`src/hw/rv_core_pkg.sv`:
```
package rv_core_pkg;

  typedef logic [63:0] word_t;

  // the two field layouts of a 32-bit instruction word
  typedef struct packed {
    logic [6:0] funct7;
    logic [4:0] rs2;
    logic [4:0] rs1;
    logic [2:0] funct3;
    logic [4:0] rd;
    logic [6:0] opcode;
  } r_fmt_t;

  typedef struct packed {
    logic [11:0] imm12;
    logic [4:0]  rs1;
    logic [2:0]  funct3;
    logic [4:0]  rd;
    logic [6:0]  opcode;
  } i_fmt_t;

  typedef union packed {
    r_fmt_t r_fmt;
    i_fmt_t i_fmt;
  } instr_u;

  typedef enum logic [3:0] {
    ALU_ADD,
    ALU_SUB,
    ALU_AND,
    ALU_OR,
    ALU_XOR,
    OP_LUI,
    OP_LD,
    OP_SD,
    OP_ECALL,
    OP_ILLEGAL
  } op_kind_e;

  typedef struct packed {
    op_kind_e    kind;
    logic [4:0]  rd;
    word_t       a;
    word_t       b;
    word_t       imm;
    logic        use_imm;
  } decoded_op_t;

  // id 0 is fetch, id 1 is data
  typedef struct packed {
    word_t addr;
    logic  write;
    logic  id;
  } blk_req_t;

  typedef logic [12:0] bus_tag_t;

  localparam int TAG_WRITE_BIT = 12;
  localparam int TAG_ID_BIT    = 0;

  localparam logic [6:0] OPC_OP     = 7'b0110011;
  localparam logic [6:0] OPC_OP_IMM = 7'b0010011;
  localparam logic [6:0] OPC_LUI    = 7'b0110111;
  localparam logic [6:0] OPC_LOAD   = 7'b0000011;
  localparam logic [6:0] OPC_STORE  = 7'b0100011;
  localparam logic [6:0] OPC_SYSTEM = 7'b1110011;

  function automatic bus_tag_t make_tag(blk_req_t req);
    bus_tag_t tag;
    tag = '0;
    tag[TAG_WRITE_BIT] = req.write;
    tag[TAG_ID_BIT] = req.id;
    return tag;
  endfunction

endpackage

```
`src/hw/register_decode.sv`:
```
module register_decode (
  input  logic                      clk,
  input  logic                      reset,
  input  rv_core_pkg::word_t        stackptr,
  input  rv_core_pkg::instr_u       instr,
  input  logic                      instr_valid,
  input  logic                      rf_we,
  input  logic [4:0]                rf_rd,
  input  rv_core_pkg::word_t        rf_wdata,
  output rv_core_pkg::decoded_op_t  dec_op,
  output logic                      dec_valid
);

  rv_core_pkg::word_t       regs [32];
  rv_core_pkg::decoded_op_t dec_next;
  rv_core_pkg::word_t       i_imm;
  rv_core_pkg::word_t       s_imm;
  rv_core_pkg::word_t       u_imm;

  // x0 is never written, so it stays zero after reset
  always_ff @(posedge clk) begin
    if (reset) begin
      for (int i = 0; i < 32; i++) begin
        regs[i] <= (i == 2) ? stackptr : '0;
      end
    end else if (rf_we && rf_rd != 5'd0) begin
      regs[rf_rd] <= rf_wdata;
    end
  end

  assign i_imm = {{52{instr.i_fmt.imm12[11]}}, instr.i_fmt.imm12};
  // store offset sits in the funct7 and rd fields
  assign s_imm = {{52{instr.r_fmt.funct7[6]}}, instr.r_fmt.funct7, instr.r_fmt.rd};
  assign u_imm = {{32{instr.r_fmt.funct7[6]}}, instr.r_fmt.funct7, instr.r_fmt.rs2,
                  instr.r_fmt.rs1, instr.r_fmt.funct3, 12'b0};

  always_comb begin
    dec_next.kind = rv_core_pkg::OP_ILLEGAL;
    dec_next.rd = instr.i_fmt.rd;
    dec_next.a = regs[instr.r_fmt.rs1];
    dec_next.b = regs[instr.r_fmt.rs2];
    dec_next.imm = i_imm;
    dec_next.use_imm = 1'b1;
    case (instr.r_fmt.opcode)
      rv_core_pkg::OPC_OP: begin
        dec_next.use_imm = 1'b0;
        case ({instr.r_fmt.funct7, instr.r_fmt.funct3})
          10'b0000000_000: dec_next.kind = rv_core_pkg::ALU_ADD;
          10'b0100000_000: dec_next.kind = rv_core_pkg::ALU_SUB;
          10'b0000000_111: dec_next.kind = rv_core_pkg::ALU_AND;
          10'b0000000_110: dec_next.kind = rv_core_pkg::ALU_OR;
          10'b0000000_100: dec_next.kind = rv_core_pkg::ALU_XOR;
          default:         dec_next.kind = rv_core_pkg::OP_ILLEGAL;
        endcase
      end
      rv_core_pkg::OPC_OP_IMM: begin
        if (instr.i_fmt.funct3 == 3'b000) begin
          dec_next.kind = rv_core_pkg::ALU_ADD;
        end
      end
      rv_core_pkg::OPC_LUI: begin
        dec_next.kind = rv_core_pkg::OP_LUI;
        dec_next.imm = u_imm;
      end
      rv_core_pkg::OPC_LOAD: begin
        if (instr.i_fmt.funct3 == 3'b011) begin
          dec_next.kind = rv_core_pkg::OP_LD;
        end
      end
      rv_core_pkg::OPC_STORE: begin
        if (instr.r_fmt.funct3 == 3'b011) begin
          dec_next.kind = rv_core_pkg::OP_SD;
          dec_next.imm = s_imm;
        end
      end
      rv_core_pkg::OPC_SYSTEM: begin
        if (instr.i_fmt.imm12 == 12'd0 && instr.i_fmt.funct3 == 3'd0) begin
          dec_next.kind = rv_core_pkg::OP_ECALL;
        end
      end
      default: dec_next.kind = rv_core_pkg::OP_ILLEGAL;
    endcase
  end

  always_ff @(posedge clk) begin
    if (reset) begin
      dec_valid <= 1'b0;
    end else begin
      dec_valid <= instr_valid;
    end
    if (instr_valid) begin
      dec_op <= dec_next;
    end
  end

endmodule

```
`config.mk`:
```
export PLATFORM = sky130hd
export DESIGN_NAME = register_decode
export DESIGN_NICKNAME = d
export VERILOG_FILES = /design/src/hw/rv_core_pkg.sv /design/src/hw/register_decode.sv
export SDC_FILE = /design/constraint.sdc
export NUM_CORES = 2
export LEC_CHECK = 0
export BUFFER_PORTS_ARGS = -buffer_cell sky130_fd_sc_hd__buf_2
export CORE_UTILIZATION = 30
export DETAILED_ROUTE_END_ITERATION = 8
export GPL_ROUTABILITY_DRIVEN = 0
export GPL_TIMING_DRIVEN = 1
export PLACE_DENSITY = 0.45
export SYNTH_ARGS = -nofsm -noshare
export SYNTH_HDL_FRONTEND = slang
export SYNTH_SLANG_ARGS = --single-unit
```
`constraint.sdc`:
```
create_clock -name clk -period 3.5 [get_ports clk]
set_input_delay 0.175 -clock clk [delete_from_list [all_inputs] [get_ports clk]]
set_output_delay 0.175 -clock clk [all_outputs]
set_load 0.01 [all_outputs]
```
==> results.sh <==
export IMPL_async_reset_ff_share_pct=0
export IMPL_vias=72839
export IMPL_drive_gt1_share_pct=30.0
export IMPL_p_comb_share_pct=12.1
export IMPL_dieHeight_um=620
export IMPL_ctsHoldBuffers=206
export IMPL_path_class="primary input to flop"
export IMPL_clk_path_buf_depth=4
export IMPL_timing_hold_ws_ns=0.0670
export IMPL_net_switching_power_mw=17.5
export IMPL_start_util_pct=30.2
export IMPL_cp_end_kind="flop"
export IMPL_rsz0062_at_grt="false"
export IMPL_netlist_top_cells_area="edfxtp_1 58%, mux4_2 19%, and2_1 10%, mux2i_1 2.6%, mux2_2 2.2%"
export IMPL_start_kind="primary input"
export IMPL_multi_input_area_sq_um=45100
export IMPL_cts_root_buf="clkbuf_16"
export IMPL_fin_nets=7823
export IMPL_leakagePower_nw=46.4
export IMPL_avgSynthCellArea_sq_um=15.9
export IMPL_layout_common_cells="2218 x edfxtp_1, 1921 x and2_1, 984 x mux4_2, 359 x buf_2, 296 x mux2i_1"
export IMPL_p_clk_share_pct=40.6
export IMPL_clkTransAtPathRegs_ns=0.06
export IMPL_mostFrequentLayoutCell="edfxtp_1"
export IMPL_drc=0
export IMPL_synth_ff_type="edfxtp_1"
export IMPL_max_freq_mhz=332
export IMPL_fin_crit_ns=3.01
export IMPL_setup_viol=0
export IMPL_power_density_nw_per_um2=500
export IMPL_gr_total_overflow=0
export IMPL_status="finished, final reports clean"
export IMPL_drv_cap=0
export IMPL_yosys_area_top_type="edfxtp_1"
export IMPL_die_area_sq_um=385000
export IMPL_io_buffers=371
export IMPL_arrival_ns=3.66
export IMPL_ys_ff_latch=2219
export IMPL_htree_levels=5
export IMPL_hold_class="primary input to flop"
export IMPL_timing_final_hold_violations=0
export IMPL_yosysUniqueCellTypes=49
export IMPL_finalMaxSlewViolations=0
export IMPL_coreArea_sq_um=379000
export IMPL_syn_to_final_growth_pct=17.8
export IMPL_ir_worst_vdd_v=0.000393
export IMPL_ys_warnings_count=0
export IMPL_io_pins=372
export IMPL_cts_buffers=267
export IMPL_rows=226
export IMPL_synth_top_area_share_pct=58.1
export IMPL_tns_ns=0
export IMPL_power_frac_seq_pct=47.2
export IMPL_power_mw=67.6
export IMPL_synth_edff_count=2218
export IMPL_fin_skew_ns=0.0587
export IMPL_post_cts_resized=0
export IMPL_tritoncts="built"
export IMPL_finalCritPeriodShare_pct=86.1
export IMPL_avgRoutedWirePerCell_um=38.0
export IMPL_antenna_found_initial=61
export IMPL_drt_iter0_markers=9492
export IMPL_syn_area_sq_um=115000
export IMPL_avgViaCountPerCell=5.63
export IMPL_grt_start_max_net_pins=71
export IMPL_cts_setup_buffers=0
export IMPL_syn_inst=7223
export IMPL_ant_nets=0
export IMPL_swShare_pct=25.8
export IMPL_grt_usage_pct=25.2
export IMPL_hpwl_um=272000
export IMPL_clock_sinks=2219
export IMPL_cp_required_ns=4.14
export IMPL_yosysSeqAreaShare_pct=58.1
export IMPL_clk_latency_ns=0.91
export IMPL_grt_pass1_vias=72967
export IMPL_nFillCells=35527
export IMPL_grt_pass1_wl_um=661000
export IMPL_seq_area_sq_um=66600
export IMPL_cp_max_fo=26
export IMPL_internal_power_mw=50.1
export IMPL_drt_pre_antenna_iters=5
export IMPL_routed_wirelength_um=491000
export IMPL_slew_headroom_pct=17.0
export IMPL_tightest_slew_ns=1.25
export IMPL_fp_dieW_um=620
## flip-flops by register name, summed over array words and instances (netlist names)
register / flops
regs: 2048
dec_op: 170
dec_valid: 1
## cell usage after synthesis (2+ instances only)
cell type and number:
edfxtp_1 2218, and2_1 1923, mux4_2 984, clkbuf_1 544, mux2i_1 296, mux2_2 219
nand2_1 176, buf_2 172, a22oi_1 75, buf_4 49, mux2_1 49, nand4_1 48
buf_1 46, o22ai_1 44, a21oi_1 41, nor2_1 35, nor2b_1 33, nand3_1 31
or2_2 31, a221oi_1 28, a221o_1 24, a41oi_1 23, a22o_1 21, a21o_1 19
o21ai_0 19, a211o_1 17, o2bb2ai_1 16, nand3b_1 6, nor4_1 5, nor3_1 4
buf_6 3, nand2b_1 3, or4_1 3, inv_1 2, or3b_1 2
## power by group through the flow
stage | clock (mW) | combinational, mW | sequential, mW
after floorplan | 0 | 4.50 | 32.0
after detailed placement | 0 | 8.04 | 32.5
final | 27.5 | 8.20 | 31.9
after CTS | 27.9 | 8.25 | 31.9
after global placement | 0 | 8.02 | 32.4
after global routing | 28.8 | 8.53 | 32.1
## through the flow
step           area, sq um  setup WS (ns)  utilization (%)  cells
2_1_floorplan       115000          0.197                -   7286
3_3_place_gp        125000          0.623             32.8  12195
6_report            135000          0.486             35.6  12927
5_1_grt             135000          0.350             35.6  12876
3_5_place_dp        125000          0.564             32.8  12195
4_1_cts             135000          0.534             35.6  12867
## kinds of logic after synthesis
logic type	after synthesis	synth area share, %
buffers and inverters	816	3.04
multiplexers	1548	24.6
AND/OR/NAND/NOR	2307	12.1
flip-flops	2219	58.1
other	1	0.00327
AO/OA/AOI/OAI	332	2.16
## worst paths after layout
check | from | to | slack, ns | cells past startpoint
worst max-delay path | reset | regs[2][40] | 0.49 | 8
worst min-delay path | instr[9] | dec_op[195] | 0.07 | 2
worst max register to register | regs[2][50] | dec_op[115] | 1.10 | 4
worst min register to register | regs[26][14] | dec_op[79] | 0.79 | 4
## metal layers
metal,global-route usage [%],vias to the layer above,routed length (um)
met5,0,-,41
li1,-,28753,-
met4,9.66,6,20600
met1,33.0,39175,195000
met2,42.2,4111,238000
met3,3.69,794,37700
## layout make-up
cell class                      count  area share [%]
Clock buffer                      337            5.34
Antenna cell                       60           0.111
Clock inverter                    129           0.808
Timing Repair Buffer              913            6.34
Tap cell                         5016            4.65
Multi-Input combinational cell   4251            33.4
Inverter                            2         0.00556
Sequential cell                  2219            49.3
## critical path, stage by stage
cell,delay [ns]
dlygate4sd3_1,0.54
buf_6,0.20
nor2b_1,0.46
nand3b_1,0.17
or4_4,0.67
buf_4,0.36
mux2_1,0.36
dlygate4sd3_1,0.57
Note: power is estimated with default switching activity, not from simulation.
