## config.mk

```make
export PLATFORM = sky130hd
export DESIGN_NAME = fetch_unit
export DESIGN_NICKNAME = d
export VERILOG_FILES = /design/src/hw/rv_core_pkg.sv /design/src/hw/fetch_unit.sv
export SDC_FILE = /design/constraint.sdc
export NUM_CORES = 1
export LEC_CHECK = 0
export BUFFER_PORTS_ARGS = -buffer_cell sky130_fd_sc_hd__buf_4
export CAP_MARGIN = 20
export CORE_AREA = 3 3 291 293
export CTS_CLUSTER_SIZE = 8
export DETAILED_ROUTE_END_ITERATION = 10
export DIE_AREA = 0 0 294 296
export GPL_ROUTABILITY_DRIVEN = 0
export SLEW_MARGIN = 10
export SYNTH_ARGS = -nofsm -noshare
export SYNTH_HDL_FRONTEND = slang
export SYNTH_SLANG_ARGS = --single-unit
```

## constraint.sdc

```tcl
create_clock -name clk -period 13.3 [get_ports clk]
set_input_delay 0.665 -clock clk [delete_from_list [all_inputs] [get_ports clk]]
set_output_delay 0.665 -clock clk [all_outputs]
set_load 0.1 [all_outputs]
```

## src/hw/rv_core_pkg.sv

```systemverilog
package rv_core_pkg;

  typedef logic [63:0] word_t;

  // the two field layouts of a 32-bit instruction word
  typedef struct packed {
    logic [6:0] funct7;
    logic [4:0] rs2;
    logic [4:0] rs1;
    logic [2:0] funct3;
    logic [4:0] rd;
    logic [6:0] opcode;
  } r_fmt_t;

  typedef struct packed {
    logic [11:0] imm12;
    logic [4:0]  rs1;
    logic [2:0]  funct3;
    logic [4:0]  rd;
    logic [6:0]  opcode;
  } i_fmt_t;

  typedef union packed {
    r_fmt_t r_fmt;
    i_fmt_t i_fmt;
  } instr_u;

  typedef enum logic [3:0] {
    ALU_ADD,
    ALU_SUB,
    ALU_AND,
    ALU_OR,
    ALU_XOR,
    OP_LUI,
    OP_LD,
    OP_SD,
    OP_ECALL,
    OP_ILLEGAL
  } op_kind_e;

  typedef struct packed {
    op_kind_e    kind;
    logic [4:0]  rd;
    word_t       a;
    word_t       b;
    word_t       imm;
    logic        use_imm;
  } decoded_op_t;

  // id 0 is fetch, id 1 is data
  typedef struct packed {
    word_t addr;
    logic  write;
    logic  id;
  } blk_req_t;

  typedef logic [12:0] bus_tag_t;

  localparam int TAG_WRITE_BIT = 12;
  localparam int TAG_ID_BIT    = 0;

  localparam logic [6:0] OPC_OP     = 7'b0110011;
  localparam logic [6:0] OPC_OP_IMM = 7'b0010011;
  localparam logic [6:0] OPC_LUI    = 7'b0110111;
  localparam logic [6:0] OPC_LOAD   = 7'b0000011;
  localparam logic [6:0] OPC_STORE  = 7'b0100011;
  localparam logic [6:0] OPC_SYSTEM = 7'b1110011;

  function automatic bus_tag_t make_tag(blk_req_t req);
    bus_tag_t tag;
    tag = '0;
    tag[TAG_WRITE_BIT] = req.write;
    tag[TAG_ID_BIT] = req.id;
    return tag;
  endfunction

endpackage

```

## src/hw/fetch_unit.sv

```systemverilog
module fetch_unit #(
  parameter int BLOCK_BEATS = 8
) (
  input  logic                          clk,
  input  logic                          reset,
  input  rv_core_pkg::word_t            entry,
  input  logic                          retire,
  output rv_core_pkg::instr_u           instr,
  output rv_core_pkg::word_t            pc,
  output logic                          instr_valid,
  output logic                          fetch_req,
  output rv_core_pkg::blk_req_t         fetch_blk,
  input  logic                          fetch_done,
  input  logic [BLOCK_BEATS*64-1:0]     fetch_data
);

  localparam int OFS_W = $clog2(BLOCK_BEATS * 8);

  typedef enum logic [1:0] {F_LOOK, F_MISS, F_WAIT} fetch_state_e;

  fetch_state_e              state;
  logic                      buf_valid;
  logic [63:OFS_W]           buf_tag;
  logic [BLOCK_BEATS*64-1:0] buf_data;
  logic [OFS_W-3:0]          word_idx;
  logic                      hit;

  assign word_idx = pc[OFS_W-1:2];
  assign hit = buf_valid && (buf_tag == pc[63:OFS_W]);

  // always the block that holds pc
  assign fetch_blk = '{addr: {pc[63:OFS_W], {OFS_W{1'b0}}}, write: 1'b0, id: 1'b0};

  always_ff @(posedge clk) begin
    if (reset) begin
      state <= F_LOOK;
      pc <= entry;
      buf_valid <= 1'b0;
      fetch_req <= 1'b0;
      instr_valid <= 1'b0;
    end else begin
      instr_valid <= 1'b0;
      case (state)
        F_LOOK: begin
          if (hit) begin
            instr_valid <= 1'b1;
            state <= F_WAIT;
          end else begin
            fetch_req <= 1'b1;
            state <= F_MISS;
          end
        end
        F_MISS: begin
          if (fetch_done) begin
            fetch_req <= 1'b0;
            buf_valid <= 1'b1;
            state <= F_LOOK;
          end
        end
        default: begin
          // hold the instruction until execute is finished with it
          if (retire) begin
            pc <= pc + 64'd4;
            state <= F_LOOK;
          end
        end
      endcase
    end
  end

  always_ff @(posedge clk) begin
    if (state == F_MISS && fetch_done) begin
      buf_data <= fetch_data;
      buf_tag <= pc[63:OFS_W];
    end
    if (state == F_LOOK && hit) begin
      instr <= buf_data[word_idx*32 +: 32];
    end
  end

  a_no_issue_on_miss: assert property (@(posedge clk) disable iff (reset)
    instr_valid |-> !fetch_req);

endmodule

```

==> results.json, run 1 <==
{
  "status": "completed",
  "synth_most_common_cell": "edfxtp_1",
  "r2r_setup_slack_ns": 9.71,
  "min-delay-start": "fetch_data[372]",
  "cap_violations": 0,
  "grt_use_total": 0.1945,
  "num-fill-cells": 7207,
  "synth_edf_count": 666,
  "multiInputGateArea_sq_mm": 0.006191,
  "core_area_sq_mm": 0.08211,
  "min_period_over_period": 0.2696,
  "die-width_microns": 294,
  "hold_path_end": "buf_data[372]$_DFFE_PP_",
  "whs_ns": 0.1861,
  "yosysWarningCount": 0,
  "cp_max_fo": 43,
  "p_leak_nw": 13.12,
  "rsz0062_at_grt": "false",
  "drive_gt1_frac": 0.4906,
  "r2r_start": "pc[2]$_DFFE_PP_",
  "power_density_mw_per_mm2": 150.6,
  "via_count": 15736,
  "hold_viol": 0,
  "dp_slack_ns": 9.553,
  "hpwlAfterDp_microns": 65670,
  "yosys-top-cells-count": "edfxtp_1 (666), mux4_2 (160), buf_4 (79), nand2_1 (78), xor2_1 (55)",
  "cts_tree": "done",
  "irDropWorstVdd_v": 0.0001115,
  "whs_path_depth": 1,
  "fin_worst_skew_ns": 0.04743,
  "postCtsSetupBuffers": 0,
  "grt_max_degree": 96,
  "slowest_delay_ns": 0.76,
  "hold_path_class": "in2reg",
  "crit_arrival_ns": 3.96,
  "postCtsHoldBufs": 0,
  "drt-total-wl_microns": 87030,
  "synthCells": 1361,
  "worst_pin_slew_ns": 1.111,
  "rows": 105,
  "die-area_sq_mm": 0.08702,
  "cts_buffers": 95,
  "drt-pass1-iter-count": 5,
  "portBuffers": 735,
  "cpMostUsedCell": "buf_4",
  "rr_endpoint": "instr[27]$_DFFE_PP_",
  "cts_sinks": 671,
  "tns_ns": 0,
  "yosysTopAreaCell": "edfxtp_1",
  "avgRoutedWirePerCell_microns": 27.12,
  "ctsResizeCount": 0,
  "critPathKind": "reg2reg",
  "grt_antenna_before_repair": 29,
  "syn_area_sq_mm": 0.02712,
  "htreeDepth": 3,
  "cts-root-buf": "clkbuf_16",
  "grt_pass1_vias": 16982,
  "cp_cell_sequence": "buf_4 > buf_4 > buf_4 > mux4_2 > mux4_2",
  "overflow": 0,
  "post-route-min-period_ns": 3.586,
  "critPathSlowestCell": "buf_4",
  "finalSetupViolations": 0,
  "yosysTopAreaCellShare": 0.7374,
  "clock_latency_ns": 0.65,
  "max_freq_ghz": 0.2789,
  "fin_nets": 2676,
  "synth_flop_cell": "edfxtp_1",
  "io_pins": 744,
  "setup_slack_ns": 9.714,
  "cp.required_ns": 13.68,
  "ys_top_cells_by_area": "edfxtp_1 (74%), mux4_2 (13%), buf_4 (2.2%)",
  "drc": 0,
  "ant_nets": 0,
  "regArea_sq_mm": 0.02010,
  "first_iter_violations": 1157,
  "start_util": 0.3303,
  "endpoint_kind": "register",
  "ys_ff_latch": 671,
  "ys_seq_area_frac": 0.7411,
  "viasPerCell": 4.904,
  "slew_headroom": 0.2593,
  "grt_first_pass_wirelength_microns": 119900,
  "r2r_cells": 5,
  "async_reset_ff_frac": 0,
  "avgSynthCellArea_sq_um": 19.93,
  "area_growth_pct": 33.04,
  "start_kind": "register",
  "drv_slew": 0,
  "clkTransAtPathRegs_ns": 0.05,
  "ctsLongestPathBuffers": 3,
  "synth.distinct_cells": 46,
  "die_h_microns": 296
}
==> layout make-up <==
type | instances | share of cell area
multi-input combinational | 552 | 0.1716
antenna | 15 | 0.001040
inverter | 18 | 0.001872
clock inverter | 10 | 0.005305
clock buffer | 116 | 0.06807
tap | 1070 | 0.03710
timing repair buffer | 757 | 0.1580
sequential | 671 | 0.5570
==> power by group <==
| part | internal (W) | total (W) | switching, W |
|---|---|---|---|
| clock network | 0.00129 | 0.00219 | 0.000896 |
| registers | 0.00248 | 0.00254 | 0.0000665 |
| logic | 0.000281 | 0.000704 | 0.000423 |
==> layer usage <==
layer	routed length (microns)	share of wire	GRT usage	vias up
met3	8833	0.10	0.06815	160
li1	-	-	-	6870
met2	44940	0.52	0.3409	770
met1	30330	0.35	0.2213	7912
met4	2761	0.032	0.06816	24
met5	166	0.0019	0	-
==> how the worst max path moves through the flow <==
stage | start | end | slack [ns]
floorplan | fetch_done | buf_data[0]$_DFFE_PP_ | 5.34
global placement | pc[2]$_DFFE_PP_ | instr[13]$_DFFE_PP_ | 9.64
detailed placement | pc[2]$_DFFE_PP_ | instr[27]$_DFFE_PP_ | 9.55
CTS | pc[2]$_DFFE_PP_ | instr[27]$_DFFE_PP_ | 9.55
global route | pc[2]$_DFFE_PP_ | instr[27]$_DFFE_PP_ | 9.37
finish | pc[2]$_DFFE_PP_ | instr[27]$_DFFE_PP_ | 9.71
==> critical path, delay by kind of cell, from the launching register on <==
family | cells | cell delay, ns
buffers and inverters | 3 | 1.79
flip-flops | 1 | 0.31
multiplexers | 2 | 1.09
==> registers in the layout (all words and copies together), names as in the netlist <==
| register | flops |
|---|---|
| buf_data | 512 |
| pc | 64 |
| buf_tag | 58 |
| instr | 32 |
| state | 2 |
| buf_valid | 1 |
| fetch_req | 1 |
| instr_valid | 1 |
==> kinds of logic after synthesis <==
kind of cell / after synthesis / synth area share
adders and majority gates: 1 / 0.0004612
AOI/OAI and AO/OA: 76 / 0.01578
other: 1 / 0.0001383
muxes: 164 / 0.1345
and+or+nand+nor: 197 / 0.04175
DFF: 671 / 0.7411
buffers and inverters: 145 / 0.03206
xor gates and xnor gates: 106 / 0.03423
==> through the flow <==
stage	utilization	std cells	instance area (sq um)	total power (W)
2_1_floorplan	-	1368	27150	0.003054
3_3_place_gp	0.4064	3067	33370	0.003285
3_5_place_dp	0.4064	3067	33370	0.003297
4_1_cts	0.4387	3193	36020	0.005501
5_1_grt	0.4392	3200	36060	0.005622
6_report	0.4395	3209	36080	0.005433
==> cell usage in the layout (no fill, tap or decap), types with 12 or more instances in the layout <==
| master | netlist | layout |
|---|---|---|
| mux4_2 | 160 | 160 |
| inv_1 | 18 | 18 |
| buf_4 | 79 | 756 |
| nand2_1 | 78 | 78 |
| and3_1 | 13 | 12 |
| clkbuf_1 | 28 | 21 |
| o21ai_0 | 23 | 23 |
| o21ai_1 | 37 | 37 |
| xor2_1 | 55 | 55 |
| xnor2_1 | 51 | 51 |
| clkbuf_16 | 0 | 95 |
| edfxtp_1 | 666 | 666 |
| diode_2 | 0 | 15 |
| nand3_1 | 20 | 20 |
| nand4_1 | 32 | 32 |
Power figures use the tool's default switching activity.
==> run 2, diff against run 1 <==
Clock period 13.3 ns to 3.6 ns, I/O delays scaled along.
==> run 2 against run 1 <==
Via count rose by 19%; combinational power rose to 4.7 times the previous value; maximum frequency rose by 14%; sequential cell count did not move; highest routed layer unchanged; clock power rose to 3.7 times the previous value.
==> results.json, run 2 (synthesis gave the netlist of run 1 again) <==
{
  "tns_ns": 0,
  "core_area_sq_mm": 0.08211,
  "hold_viol": 0,
  "cts_buffers": 94,
  "endpoint_kind": "register",
  "grt_first_pass_wirelength_microns": 136100,
  "drv_slew": 0,
  "layout_common_cells": "buf_4 (758), edfxtp_1 (666), dlygate4sd3_1 (578)",
  "hold_path_class": "in2reg",
  "rsz0062_at_grt": "false",
  "final_util": 0.5131,
  "grt_pass1_vias": 20366,
  "max_freq_ghz": 0.3174,
  "crit_arrival_ns": 3.43,
  "min_period_over_period": 0.8751,
  "whs_path_depth": 2,
  "viasPerCell": 4.927,
  "die-width_microns": 294,
  "p_leak_nw": 15.65,
  "r2r_setup_slack_ns": 0.45,
  "clkTransAtPathRegs_ns": 0.06,
  "final_common_cell": "buf_4",
  "cp_max_fo": 32,
  "drt-total-wl_microns": 95260,
  "via_count": 18699,
  "irDropWorstVdd_v": 0.0003708,
  "ctsLongestPathBuffers": 3,
  "clock_latency_ns": 0.65,
  "postCtsSetupBuffers": 0,
  "cts-root-buf": "clkbuf_16",
  "cts_sinks": 671,
  "htreeDepth": 3,
  "avgRoutedWirePerCell_microns": 25.10,
  "post-route-min-period_ns": 3.150,
  "first_iter_violations": 1521,
  "portBuffers": 735,
  "cap_violations": 0,
  "ant_nets": 0,
  "place_area_sq_mm": 0.03369,
  "r2r_cells": 7,
  "rows": 105,
  "slew_headroom": 0.3180,
  "grt_use_total": 0.2136,
  "grt_max_degree": 102,
  "power_density_mw_per_mm2": 490.9,
  "reg_top3": "buf_data: 512 flops, pc: 64 flops, buf_tag: 58 flops",
  "area_growth_pct": 55.34,
  "cp.required_ns": 3.88,
  "fin_nets": 3269,
  "critPathKind": "reg2reg",
  "cts_tree": "done",
  "io_pins": 744,
  "drive_gt1_frac": 0.3922,
  "status": "completed",
  "finalSetupViolations": 0,
  "fin_area_sq_mm": 0.04213,
  "worst_pin_slew_ns": 1.023,
  "overflow": 0,
  "hpwlAfterDp_microns": 65450,
  "fin_worst_skew_ns": 0.06032,
  "die_h_microns": 296,
  "drc": 0,
  "start_util": 0.3303,
  "die-area_sq_mm": 0.08702,
  "top_register": "buf_data",
  "grt_antenna_before_repair": 26,
  "drt-pass1-iter-count": 5,
  "largest_reg_flops": 512,
  "start_kind": "register",
  "ctsResizeCount": 0
}
-- run 2: worst paths after layout --
check / start / to
worst min-delay path: reset / pc[11]$_DFFE_PP_
worst max-delay path: pc[44]$_DFFE_PP_ / instr[24]$_DFFE_PP_
worst max register to register: pc[44]$_DFFE_PP_ / instr[24]$_DFFE_PP_
worst min register to register: buf_valid$_SDFFE_PP0P_ / buf_valid$_SDFFE_PP0P_
-- run 2: per-layer routing --
metal | track usage | wire (microns) | part of all wire | up-vias
met4 | 0.08751 | 3960 | 0.042 | 14
met5 | 0 | 83 | 0.00087 | -
met2 | 0.3751 | 49130 | 0.52 | 1037
li1 | - | - | - | 8050
met3 | 0.05392 | 7512 | 0.079 | 213
met1 | 0.2509 | 34580 | 0.36 | 9385
-- run 2: power breakdown --
group | internal (W) | total (W) | switching, W
sequential | 0.00914 | 0.00936 | 0.000215
combinational | 0.00149 | 0.00329 | 0.00180
clock | 0.00473 | 0.00803 | 0.00330
-- run 2: layout make-up --
| cell class | count | area, sq um |
|---|---|---|
| inverter | 18 | 67.56 |
| fill | 6462 | 39980 |
| multi-input combinational | 552 | 6197 |
| clock inverter | 9 | 214.0 |
| clock buffer | 102 | 2382 |
| antenna | 22 | 55.05 |
| sequential | 671 | 20100 |
| timing repair buffer | 1351 | 11780 |
| tap | 1070 | 1339 |
-- run 2: timing repair --
item                                    in CTS  in global routing
endpoints found under the hold margin      578                  0
endpoints found under the setup margin       0                  0
hold buffers                               578                  0
-- run 2: per-stage QoR --
step                std cells  hold slack (ns)  setup slack [ns]  power, W
floorplan                1368           0.2760            -1.285   0.01122
global placement         3084           0.3582            0.5306   0.01219
detailed placement       3084           0.3593            0.4636   0.01224
CTS                      3773          0.05590            0.4659   0.02085
global route             3785          0.08322            0.3305   0.02136
finish                   3795           0.1113            0.4498   0.02068
-- run 2: worst max-delay path, cell delays in order (launching register included) --
cell and delay (ns):
edfxtp_1 0.52, xor2_1 0.21, nor4_1 0.51, nand4_1 0.19, nor4_1 0.33, nand4_1 0.37
nor3_4 0.31, buf_12 0.32
