**config.mk**
```make
export PLATFORM = sky130hd
export DESIGN_NAME = execute_unit
export DESIGN_NICKNAME = d
export VERILOG_FILES = /design/src/hw/rv_core_pkg.sv /design/src/hw/execute_unit.sv
export SDC_FILE = /design/constraint.sdc
export NUM_CORES = 1
export LEC_CHECK = 0
export BUFFER_PORTS_ARGS = -buffer_cell sky130_fd_sc_hd__buf_2
export CORE_AREA = 2 2 534 536
export CTS_CLUSTER_SIZE = 30
export DETAILED_ROUTE_END_ITERATION = 7
export DIE_AREA = 0 0 536 538
export GPL_ROUTABILITY_DRIVEN = 0
export PLACE_DENSITY_LB_ADDON = 0.1
export SYNTH_ARGS = -nofsm -noshare
export SYNTH_HDL_FRONTEND = slang
export SYNTH_SLANG_ARGS = --single-unit
```
**constraint.sdc**
```tcl
create_clock -name clk -period 14.5 [get_ports clk]
set_input_delay 0 -clock clk [delete_from_list [all_inputs] [get_ports clk]]
set_output_delay 0 -clock clk [all_outputs]
set_load 0.005 [all_outputs]
```
**src/hw/rv_core_pkg.sv**
```systemverilog
package rv_core_pkg;

  typedef logic [63:0] word_t;

  // the two field layouts of a 32-bit instruction word
  typedef struct packed {
    logic [6:0] funct7;
    logic [4:0] rs2;
    logic [4:0] rs1;
    logic [2:0] funct3;
    logic [4:0] rd;
    logic [6:0] opcode;
  } r_fmt_t;

  typedef struct packed {
    logic [11:0] imm12;
    logic [4:0]  rs1;
    logic [2:0]  funct3;
    logic [4:0]  rd;
    logic [6:0]  opcode;
  } i_fmt_t;

  typedef union packed {
    r_fmt_t r_fmt;
    i_fmt_t i_fmt;
  } instr_u;

  typedef enum logic [3:0] {
    ALU_ADD,
    ALU_SUB,
    ALU_AND,
    ALU_OR,
    ALU_XOR,
    OP_LUI,
    OP_LD,
    OP_SD,
    OP_ECALL,
    OP_ILLEGAL
  } op_kind_e;

  typedef struct packed {
    op_kind_e    kind;
    logic [4:0]  rd;
    word_t       a;
    word_t       b;
    word_t       imm;
    logic        use_imm;
  } decoded_op_t;

  // id 0 is fetch, id 1 is data
  typedef struct packed {
    word_t addr;
    logic  write;
    logic  id;
  } blk_req_t;

  typedef logic [12:0] bus_tag_t;

  localparam int TAG_WRITE_BIT = 12;
  localparam int TAG_ID_BIT    = 0;

  localparam logic [6:0] OPC_OP     = 7'b0110011;
  localparam logic [6:0] OPC_OP_IMM = 7'b0010011;
  localparam logic [6:0] OPC_LUI    = 7'b0110111;
  localparam logic [6:0] OPC_LOAD   = 7'b0000011;
  localparam logic [6:0] OPC_STORE  = 7'b0100011;
  localparam logic [6:0] OPC_SYSTEM = 7'b1110011;

  function automatic bus_tag_t make_tag(blk_req_t req);
    bus_tag_t tag;
    tag = '0;
    tag[TAG_WRITE_BIT] = req.write;
    tag[TAG_ID_BIT] = req.id;
    return tag;
  endfunction

endpackage

```
**src/hw/execute_unit.sv**
```systemverilog
module execute_unit #(
  parameter int BLOCK_BEATS = 8
) (
  input  logic                      clk,
  input  logic                      reset,
  input  rv_core_pkg::decoded_op_t  dec_op,
  input  logic                      dec_valid,
  output logic                      rf_we,
  output logic [4:0]                rf_rd,
  output rv_core_pkg::word_t        rf_wdata,
  output logic                      retire,
  output logic                      halted,
  output logic                      data_req,
  output rv_core_pkg::blk_req_t     data_blk,
  output logic [BLOCK_BEATS*64-1:0] data_wblock,
  input  logic                      data_done,
  input  logic [BLOCK_BEATS*64-1:0] data_rblock
);

  localparam int OFS_W = $clog2(BLOCK_BEATS * 8);

  typedef enum logic [1:0] {X_IDLE, X_READ, X_WRITE} exec_state_e;

  exec_state_e               state;
  rv_core_pkg::word_t        opb;
  rv_core_pkg::word_t        alu_res;
  rv_core_pkg::word_t        mem_addr;
  rv_core_pkg::word_t        st_data;
  logic                      is_store;
  logic [4:0]                mem_rd;
  logic [OFS_W-4:0]          dw_idx;
  logic [BLOCK_BEATS*64-1:0] dbuf;
  logic [BLOCK_BEATS*64-1:0] merged;

  always_comb begin
    opb = dec_op.use_imm ? dec_op.imm : dec_op.b;
    case (dec_op.kind)
      rv_core_pkg::ALU_SUB: alu_res = dec_op.a - opb;
      rv_core_pkg::ALU_AND: alu_res = dec_op.a & opb;
      rv_core_pkg::ALU_OR:  alu_res = dec_op.a | opb;
      rv_core_pkg::ALU_XOR: alu_res = dec_op.a ^ opb;
      rv_core_pkg::OP_LUI:  alu_res = dec_op.imm;
      // also the effective address of LD and SD
      default:              alu_res = dec_op.a + opb;
    endcase
  end

  assign dw_idx = mem_addr[OFS_W-1:3];

  // fresh block with the store doubleword dropped in
  always_comb begin
    merged = data_rblock;
    merged[dw_idx*64 +: 64] = st_data;
  end

  assign data_wblock = dbuf;

  always_ff @(posedge clk) begin
    if (reset) begin
      state <= X_IDLE;
      rf_we <= 1'b0;
      retire <= 1'b0;
      halted <= 1'b0;
      data_req <= 1'b0;
    end else begin
      rf_we <= 1'b0;
      retire <= 1'b0;
      case (state)
        X_IDLE: begin
          if (dec_valid && !halted) begin
            case (dec_op.kind)
              rv_core_pkg::OP_LD, rv_core_pkg::OP_SD: begin
                data_req <= 1'b1;
                state <= X_READ;
              end
              rv_core_pkg::OP_ECALL, rv_core_pkg::OP_ILLEGAL: halted <= 1'b1;
              default: begin
                rf_we <= 1'b1;
                retire <= 1'b1;
              end
            endcase
          end
        end
        X_READ: begin
          if (data_done && is_store) begin
            state <= X_WRITE;
          end else if (data_done) begin
            rf_we <= 1'b1;
            retire <= 1'b1;
            data_req <= 1'b0;
            state <= X_IDLE;
          end
        end
        default: begin
          if (data_done) begin
            retire <= 1'b1;
            data_req <= 1'b0;
            state <= X_IDLE;
          end
        end
      endcase
    end
  end

  always_ff @(posedge clk) begin
    if (state == X_IDLE && dec_valid) begin
      rf_rd <= dec_op.rd;
      rf_wdata <= alu_res;
      mem_addr <= alu_res;
      mem_rd <= dec_op.rd;
      st_data <= dec_op.b;
      is_store <= (dec_op.kind == rv_core_pkg::OP_SD);
      data_blk <= '{addr: {alu_res[63:OFS_W], {OFS_W{1'b0}}}, write: 1'b0, id: 1'b1};
    end
    if (state == X_READ && data_done) begin
      rf_rd <= mem_rd;
      rf_wdata <= data_rblock[dw_idx*64 +: 64];
      dbuf <= merged;
      data_blk.write <= is_store;
    end
  end

endmodule

```
==> qor.yml, run 1 <==
critical_path:
  critPathSlowestCell: "a2111oi_0"
  crit_cells: 23
  cp_top_family: "compound AO/OA/AOI/OAI gates"
  path_class: "in2reg"
  r2r_cells: 8
  worst-path-max-fanout: 7
  r2r_end: "rf_wdata[6]$_DFFE_PP_"
  crit_path_end_kind: "register"
  cp.arrival_ns: 6.69
  path_cells: "dlygate4sd3_1, buf_2, mux2i_1, ha_1, o221ai_2, nor3_4, o221a_4, nand4_1, or2_2, nor2_1, a21oi_1, xnor2_1, ha_1, nand4_1, inv_1, a221oi_1, o21ai_1, nor3_1, a2111oi_0, o21ai_0, mux2i_1, nand3_1, dlygate4sd3_1"
  setup.worst_path.start_class: "input port"
  crit_buf_inv: 4
  r2r-start: "state[0]$_SDFFE_PP0P_"
  required_ns: 14.98
  r2r_slack_ns: 9.67
  max_stage_delay_ns: 0.90
synthesis:
  yosysSeqAreaShare: 0.5001
  syn_area_um2: 43050
  synthArstFlopShare: 0
  synth_common_cells: "nand2_1 (845), edfxtp_1 (713), o21ai_0 (462)"
  synth_cell_types: 108
  yosysWarnings: 0
  synthCells: 3977
  synth_top_cell_area_share: 0.4973
  yosysMostFrequentCell: "nand2_1"
  postSynthAreaPerCell_um2: 10.83
  synth_top_area_cell: "edfxtp_1"
  synth-edff-count: 713
  synth_ff_type: "edfxtp_1"
  synth_area_leaders: "edfxtp_1 (50%), nand2_1 (7.4%), mux4_2 (6.7%)"
  ys_seq_elements: 719
floorplanning:
  core_um2: 283200
  die_h_um: 538
  num_rows: 196
  dieArea_um2: 288400
  die_width_um: 536
  ios: 1369
  initial_utilization: 0.1520
layout:
  nFillCells: 31000
  stdcell_count: 9827
  final_nets: 6881
  area_growth_syn_to_layout_pct: 50.74
  layout-drive-gt1-share: 0.3207
detailed_routing:
  drc: 0
  drt_wl_total_mm: 321.1
  ant_nets: 0
  num_vias: 42360
  routedWlPerCell_um: 32.67
  vias_per_cell: 4.311
  first_pass_iters: 5
  drtIter0Drc: 3797
timing:
  slew_headroom: 0.01221
  finalWorstSetupSlack_ns: 8.289
  setup_viol: 0
  finalCriticalPeriod_ns: 6.211
  fin_skew_ns: 0.08490
  min_period_over_period: 0.4283
  hold_violations: 0
  rsz0062_at_grt: "no"
  tns_ns: 0
  maxSlewViolCount: 0
  fmax_mhz: 161.0
  worstMarginPinSlew_ns: 1.466
status:
  violations: "capacitance limit"
  status: "complete, but fails checks"
power_and_ir_drop:
  peakVddDrop_uv: 96.26
  power.internal_mw: 4.778
  p_per_area_nw_per_um2: 115.1
  p_seq_frac: 0.346
  p_sw_frac: 0.3606
  p_leak_nw: 26.09
  pwr-share-comb: 0.306
  p_sw_mw: 2.694
  power_mw: 7.472
  power_frac_clock: 0.348
clock_tree:
  clk_latency_ns: 0.76
  htree_levels: 3
  cts_tree: "done"
  cts.path.max_buffers: 3
  root_buffer: "clkbuf_16"
  cts.sinks: 719
  numCtsBuffers: 101
  clk_pin_slew_ns: 0.06
place:
  dp_slack_ns: 8.023
  post-dp-hpwl_mm: 255.8
  io_buffer_count: 1361
  dp.cells: 8898
min_path:
  hold_start: "dec_op[22]"
  min_path_type: "in2reg"
  holdPathStages: 3
  min_to: "data_blk[23]$_DFFE_PP_"
global_route:
  antenna_found_initial: 77
  grt_pass1_wl_mm: 411.5
  grt_use_total: 0.2132
  grt_pass1_vias: 42070
  grt_max_degree: 106
  gr-total-overflow: 0
run:
  cap_violations: 1
[registers in the layout (all words and copies together), names as in the netlist, 2 cells and up]
signal	count
data_wblock	512
rf_wdata	64
st_data	64
data_blk	59
mem_rd	5
rf_rd	5
mem_addr	3
state	2
[metal layers]
metal | global-route usage | vias to the layer above | share of wire | wire (um)
li1 | - | 18660 | - | -
met1 | 0.3030 | 21400 | 0.47 | 149600
met2 | 0.3278 | 2027 | 0.44 | 140000
met3 | 0.04484 | 271 | 0.073 | 23580
met4 | 0.04975 | 8 | 0.025 | 7904
met5 | 0 | - | 0.00018 | 57
[power groups by stage]
stage | Clock [mW] | Sequential [mW] | Combinational [mW]
6_report | 2.60 | 2.59 | 2.29
5_1_grt | 2.75 | 2.59 | 2.46
4_1_cts | 2.70 | 2.59 | 2.33
3_5_place_dp | 0 | 2.63 | 2.12
3_3_place_gp | 0 | 2.63 | 2.13
2_1_floorplan | 0 | 2.58 | 1.05
[worst max path at each step]
stage                          startpoint                      to  slack, ns
floorplan           state[0]$_SDFFE_PP0P_  rf_wdata[11]$_DFFE_PP_       6.30
global placement                dec_op[0]  rf_wdata[49]$_DFFE_PP_       7.75
detailed placement              dec_op[0]  rf_wdata[62]$_DFFE_PP_       8.02
CTS                             dec_op[1]  data_blk[64]$_DFFE_PP_       8.29
global route                    dec_op[2]  data_blk[64]$_DFFE_PP_       7.83
finish                          dec_op[1]  data_blk[64]$_DFFE_PP_       8.29
[logic make-up after synthesis]
group,share of synthesized area
AOI/OAI and AO/OA,0.1339
xor gates and xnor gates,0.02299
adders and majority gates,0.05772
buffers and inverters,0.04031
DFF,0.5001
muxes,0.1208
other,0.0001744
and+or+nand+nor,0.1240
[placed cells by master, fill, tap and decap left out, types with 10 or more instances in the layout]
cell / synthesis / layout
nand2_1: 845 / 838
dlygate4sd3_1: 0 / 726
and3_1: 28 / 28
a22oi_1: 53 / 53
nand3_1: 65 / 63
xor2_1: 21 / 21
mux2_2: 132 / 132
inv_1: 150 / 147
o21a_1: 45 / 45
edfxtp_1: 713 / 713
and2_1: 13 / 13
mux4_2: 128 / 128
nand2b_1: 11 / 11
buf_4: 10 / 61
o31ai_1: 10 / 10
or3_1: 10 / 10
a31oi_1: 33 / 33
nor3_1: 39 / 37
nand4_1: 30 / 30
a211oi_1: 10 / 10
a21o_1: 34 / 34
o211ai_1: 42 / 42
o21ai_1: 11 / 10
bufinv_16: 0 / 11
diode_2: 0 / 18
clkinv_2: 0 / 26
nor2_1: 117 / 115
clkbuf_16: 0 / 101
a221oi_1: 12 / 12
ha_1: 197 / 197
xnor2_1: 92 / 92
o21ai_0: 462 / 461
clkinv_1: 0 / 21
o21bai_1: 14 / 14
mux2i_1: 61 / 61
buf_2: 17 / 1360
a21oi_1: 146 / 144
[per-stage QoR]
stage | util | hold WS, ns | area, um2
after floorplan | - | 0.06907 | 43070
after global placement | 0.1915 | 0.1974 | 54240
after detailed placement | 0.1915 | 0.1980 | 54250
after CTS | 0.2290 | 0.002421 | 64850
after global routing | 0.2290 | 0.01758 | 64860
final | 0.2291 | 0.03332 | 64900
[area by class of cell]
cell class	count	area, um2	area share
clock buffers	110	2561	0.03946
diodes	18	45.04	0.0006941
repair buffers	2155	14680	0.2262
well taps	3762	4707	0.07253
multi-input cells	2830	19990	0.3079
inverters	158	608.1	0.009370
clock inverters	75	778.2	0.01199
flip-flops and latches	719	21530	0.3318
[worst register-to-register path: cells and delay by family (launching register included)]
kind | cells | cell delay [ns]
AO/OA/AOI/OAI | 1 | 0.31
flip-flops | 1 | 0.41
buffers and inverters | 4 | 2.92
AND/OR/NAND/NOR | 3 | 0.93
[timing repair]
item / 4_1_cts / 5_1_grt
setup buffers: 0 / 0
hold buffers: 726 / 0
endpoints found under the hold margin: 692 / 0
gates resized for setup: 0 / 0
Note: power is estimated with default switching activity, not from simulation.
==> run 2, diff against run 1 <==
--- a/config.mk
+++ b/config.mk
@@ -6,10 +6,10 @@
 export NUM_CORES = 1
 export LEC_CHECK = 0
 export BUFFER_PORTS_ARGS = -buffer_cell sky130_fd_sc_hd__buf_2
-export CORE_AREA = 2 2 534 536
+export CORE_AREA = 2 2 533 535
 export CTS_CLUSTER_SIZE = 30
 export DETAILED_ROUTE_END_ITERATION = 7
-export DIE_AREA = 0 0 536 538
+export DIE_AREA = 0 0 535 537
 export GPL_ROUTABILITY_DRIVEN = 0
 export PLACE_DENSITY_LB_ADDON = 0.1
 export SYNTH_ARGS = -nofsm -noshare
==> constraint.sdc (replaced) <==
create_clock -name clk -period 6.1 [get_ports clk]
set_input_delay 0 -clock clk [delete_from_list [all_inputs] [get_ports clk]]
set_output_delay 0 -clock clk [all_outputs]
set_load 0.005 [all_outputs]
==> run 2 against run 1 <==
The run now ends clean. Core utilization rose by 0.21 points. Critical path depth fell by 1. Clock-buffer cell count rose by 6. Sequential power rose by 140%. Register-to-register slack got worse by 7.6 ns. Worst hold slack improved by 0.020 ns. Clock power rose by 130%. Global-route usage rose by 0.062 points. Flip-flop and latch count did not move. Critical path type unchanged. Critical endpoint is now data_blk[63]$_DFFE_PP_.
==> qor.yml, run 2 (synthesis gave the netlist of run 1 again) <==
min_path:
  min_path_type: "in2reg"
critical_path:
  required_ns: 6.56  # -8.42 ns
  cp.arrival_ns: 6.34  # -0.35 ns
  path_cells: "dlygate4sd3_1, buf_2, mux2i_1, ha_1, o221ai_2, nor3_4, o221a_4, nand4_2, nor4_4, o21ai_1, and2_1, xnor2_1, ha_1, nand2_1, or3_1, or3_1, or3_1, o22ai_1, o32ai_1, mux2i_1, nand3_1, dlygate4sd3_1"
  worst-path-max-fanout: 9  # +2
  cp_common_cell: "or3_1"
  crit_path_end_kind: "register"
  crit_buf_inv: 3  # -1
  max_stage_delay_ns: 0.56  # -0.34 ns
  path_class: "in2reg"
  critPathSlowestCell: "dlygate4sd3_1"
  cp_top_family: "simple AND/OR/NAND/NOR gates"
  setup.worst_path.start_class: "input port"
layout:
  layout-drive-gt1-share: 0.3205  # about the same
  largest_reg_flops: 512  # unchanged
  fin_util: 0.2312  # +0.002063
  final_cell_mix: "buf_2 (1,360), nand2_1 (838), dlygate4sd3_1 (737), edfxtp_1 (713), o21ai_0 (461)"
  seq_area_um2: 21530  # unchanged
  multi_input_area_um2: 20000  # about the same
  area_growth_syn_to_layout_pct: 51.06
  layout_commonest_cell: "buf_2"
  final_nets: 6907  # +0.38%
  stdcell_count: 9824  # -0.031%
  nFillCells: 30840  # -0.51%
timing:
  setup_viol: 0  # unchanged
  worstMarginPinSlew_ns: 1.247  # -0.2191 ns
  tns_ns: 0  # unchanged
  finalCriticalPeriod_ns: 5.882
  min_period_over_period: 0.9642
  maxSlewViolCount: 0  # unchanged
  fmax_mhz: 170.0
  fin_skew_ns: 0.05786  # -0.02704 ns
  slew_headroom: 0.1686  # +0.1564
  hold_violations: 0  # unchanged
  rsz0062_at_grt: "no"
clock_tree:
  cts.sinks: 719  # unchanged
  numCtsBuffers: 100  # -0.99%
  cts_tree: "done"
  clk_pin_slew_ns: 0.06  # about the same
  htree_levels: 3  # unchanged
  clk_latency_ns: 0.74  # -0.02 ns
  cts.path.max_buffers: 3  # unchanged
  root_buffer: "clkbuf_16"
detailed_routing:
  ant_nets: 0  # unchanged
  first_pass_iters: 5  # unchanged
  routedWlPerCell_um: 32.67  # about the same
  drc: 0  # unchanged
  vias_per_cell: 4.324  # +0.31%
  drt_wl_total_mm: 320.9  # about the same
  num_vias: 42480  # +0.28%
  drtIter0Drc: 3615  # -4.8%
floorplanning:
  dieArea_um2: 287300  # -0.37%
  num_rows: 195  # -0.51%
  die_width_um: 535  # -0.19%
  core_um2: 281300  # -0.68%
  ios: 1369  # unchanged
  initial_utilization: 0.1530  # +0.001045
  die_h_um: 537  # -0.19%
run:
  cap_violations: 0  # -1
global_route:
  grt_pass1_vias: 42450  # +0.90%
  grt_use_total: 0.2139  # +0.0006250
  gr-total-overflow: 0  # unchanged
  grt_pass1_wl_mm: 412.1  # +0.15%
  grt_max_degree: 113  # +6.6%
  antenna_found_initial: 68  # -12%
power_and_ir_drop:
  p_per_area_nw_per_um2: 268.5  # +130%
  p_leak_nw: 26.16  # +0.30%
  peakVddDrop_uv: 251.1  # +160%
place:
  dp.cells: 8895  # -0.034%
  post-dp-hpwl_mm: 255.4  # -0.14%
  io_buffer_count: 1361  # unchanged
status:
  status: "completed"
-- run 2: cell types whose count changed in the layout (fill, tap and decap cells not counted), sizes merged --
| cell | delta |
|---|---|
| buf | +16 |
| dlygate4sd3 | +11 |
| bufinv | -7 |
| clkbuf | +6 |
| clkinvlp | -6 |
| diode | -3 |
| clkinv | -1 |
-- run 2: final timing paths --
check | startpoint | end | slack, ns | depth (start not counted)
worst max-delay path | dec_op[2] | data_blk[63]$_DFFE_PP_ | 0.22 | 22
worst min-delay path | dec_op[157] | data_blk[30]$_DFFE_PP_ | 0.05 | 5
worst max register to register | mem_addr[5]$_DFFE_PP_ | data_wblock[4]$_DFFE_PP_ | 2.06 | 6
worst min register to register | mem_rd[0]$_DFFE_PP_ | rf_rd[0]$_DFFE_PP_ | 0.50 | 2
-- run 2: final cells by class --
type | count | area share
antenna | 15 | 0.0005772
clock buffer | 116 | 0.04005
clock inverter | 61 | 0.007445
inverter | 158 | 0.009350
multi-input combinational | 2830 | 0.3075
sequential | 719 | 0.3311
tap | 3743 | 0.07201
timing repair buffer | 2182 | 0.2320
-- run 2: tightest hold or removal path: stages --
cell,delay (ns)
buf_2,0.15
inv_1,0.07
ha_1,0.13
a21oi_1,0.06
o211ai_1,0.19
-- run 2: what timing repair did --
item,in CTS,in global routing
gates resized for setup,0,5
hold buffers,737,0
setup buffers,0,0
endpoints found under the setup margin,0,3
hold endpoints to repair,713,0
-- run 2: report_power, final --
group / leakage, nW / total (mW) / internal [mW] / switching (mW)
logic: 18.0 / 5.41 / 2.00 / 3.42
registers: 6.65 / 6.20 / 5.90 / 0.299
clock network: 1.52 / 5.85 / 3.22 / 2.63
total: 26.2 / 17.5 / 11.1 / 6.34
-- run 2: routing by layer --
metal	GRT usage	share of wire
met3	0.04144	0.067
met5	0	0.00050
met4	0.04555	0.022
met2	0.3303	0.44
met1	0.3066	0.47
-- run 2: stage by stage --
step,hold slack (ns),total power [mW],area [um2],worst slack [ns]
5_1_grt,0.006311,18.22,65010,0.004045
3_5_place_dp,0.1943,11.26,54510,-0.2983
2_1_floorplan,0.06907,8.605,43080,0.1796
4_1_cts,0.0003388,17.73,64980,0.1948
6_report,0.05374,17.46,65040,0.2185
3_3_place_gp,0.1947,11.28,54510,-0.2333
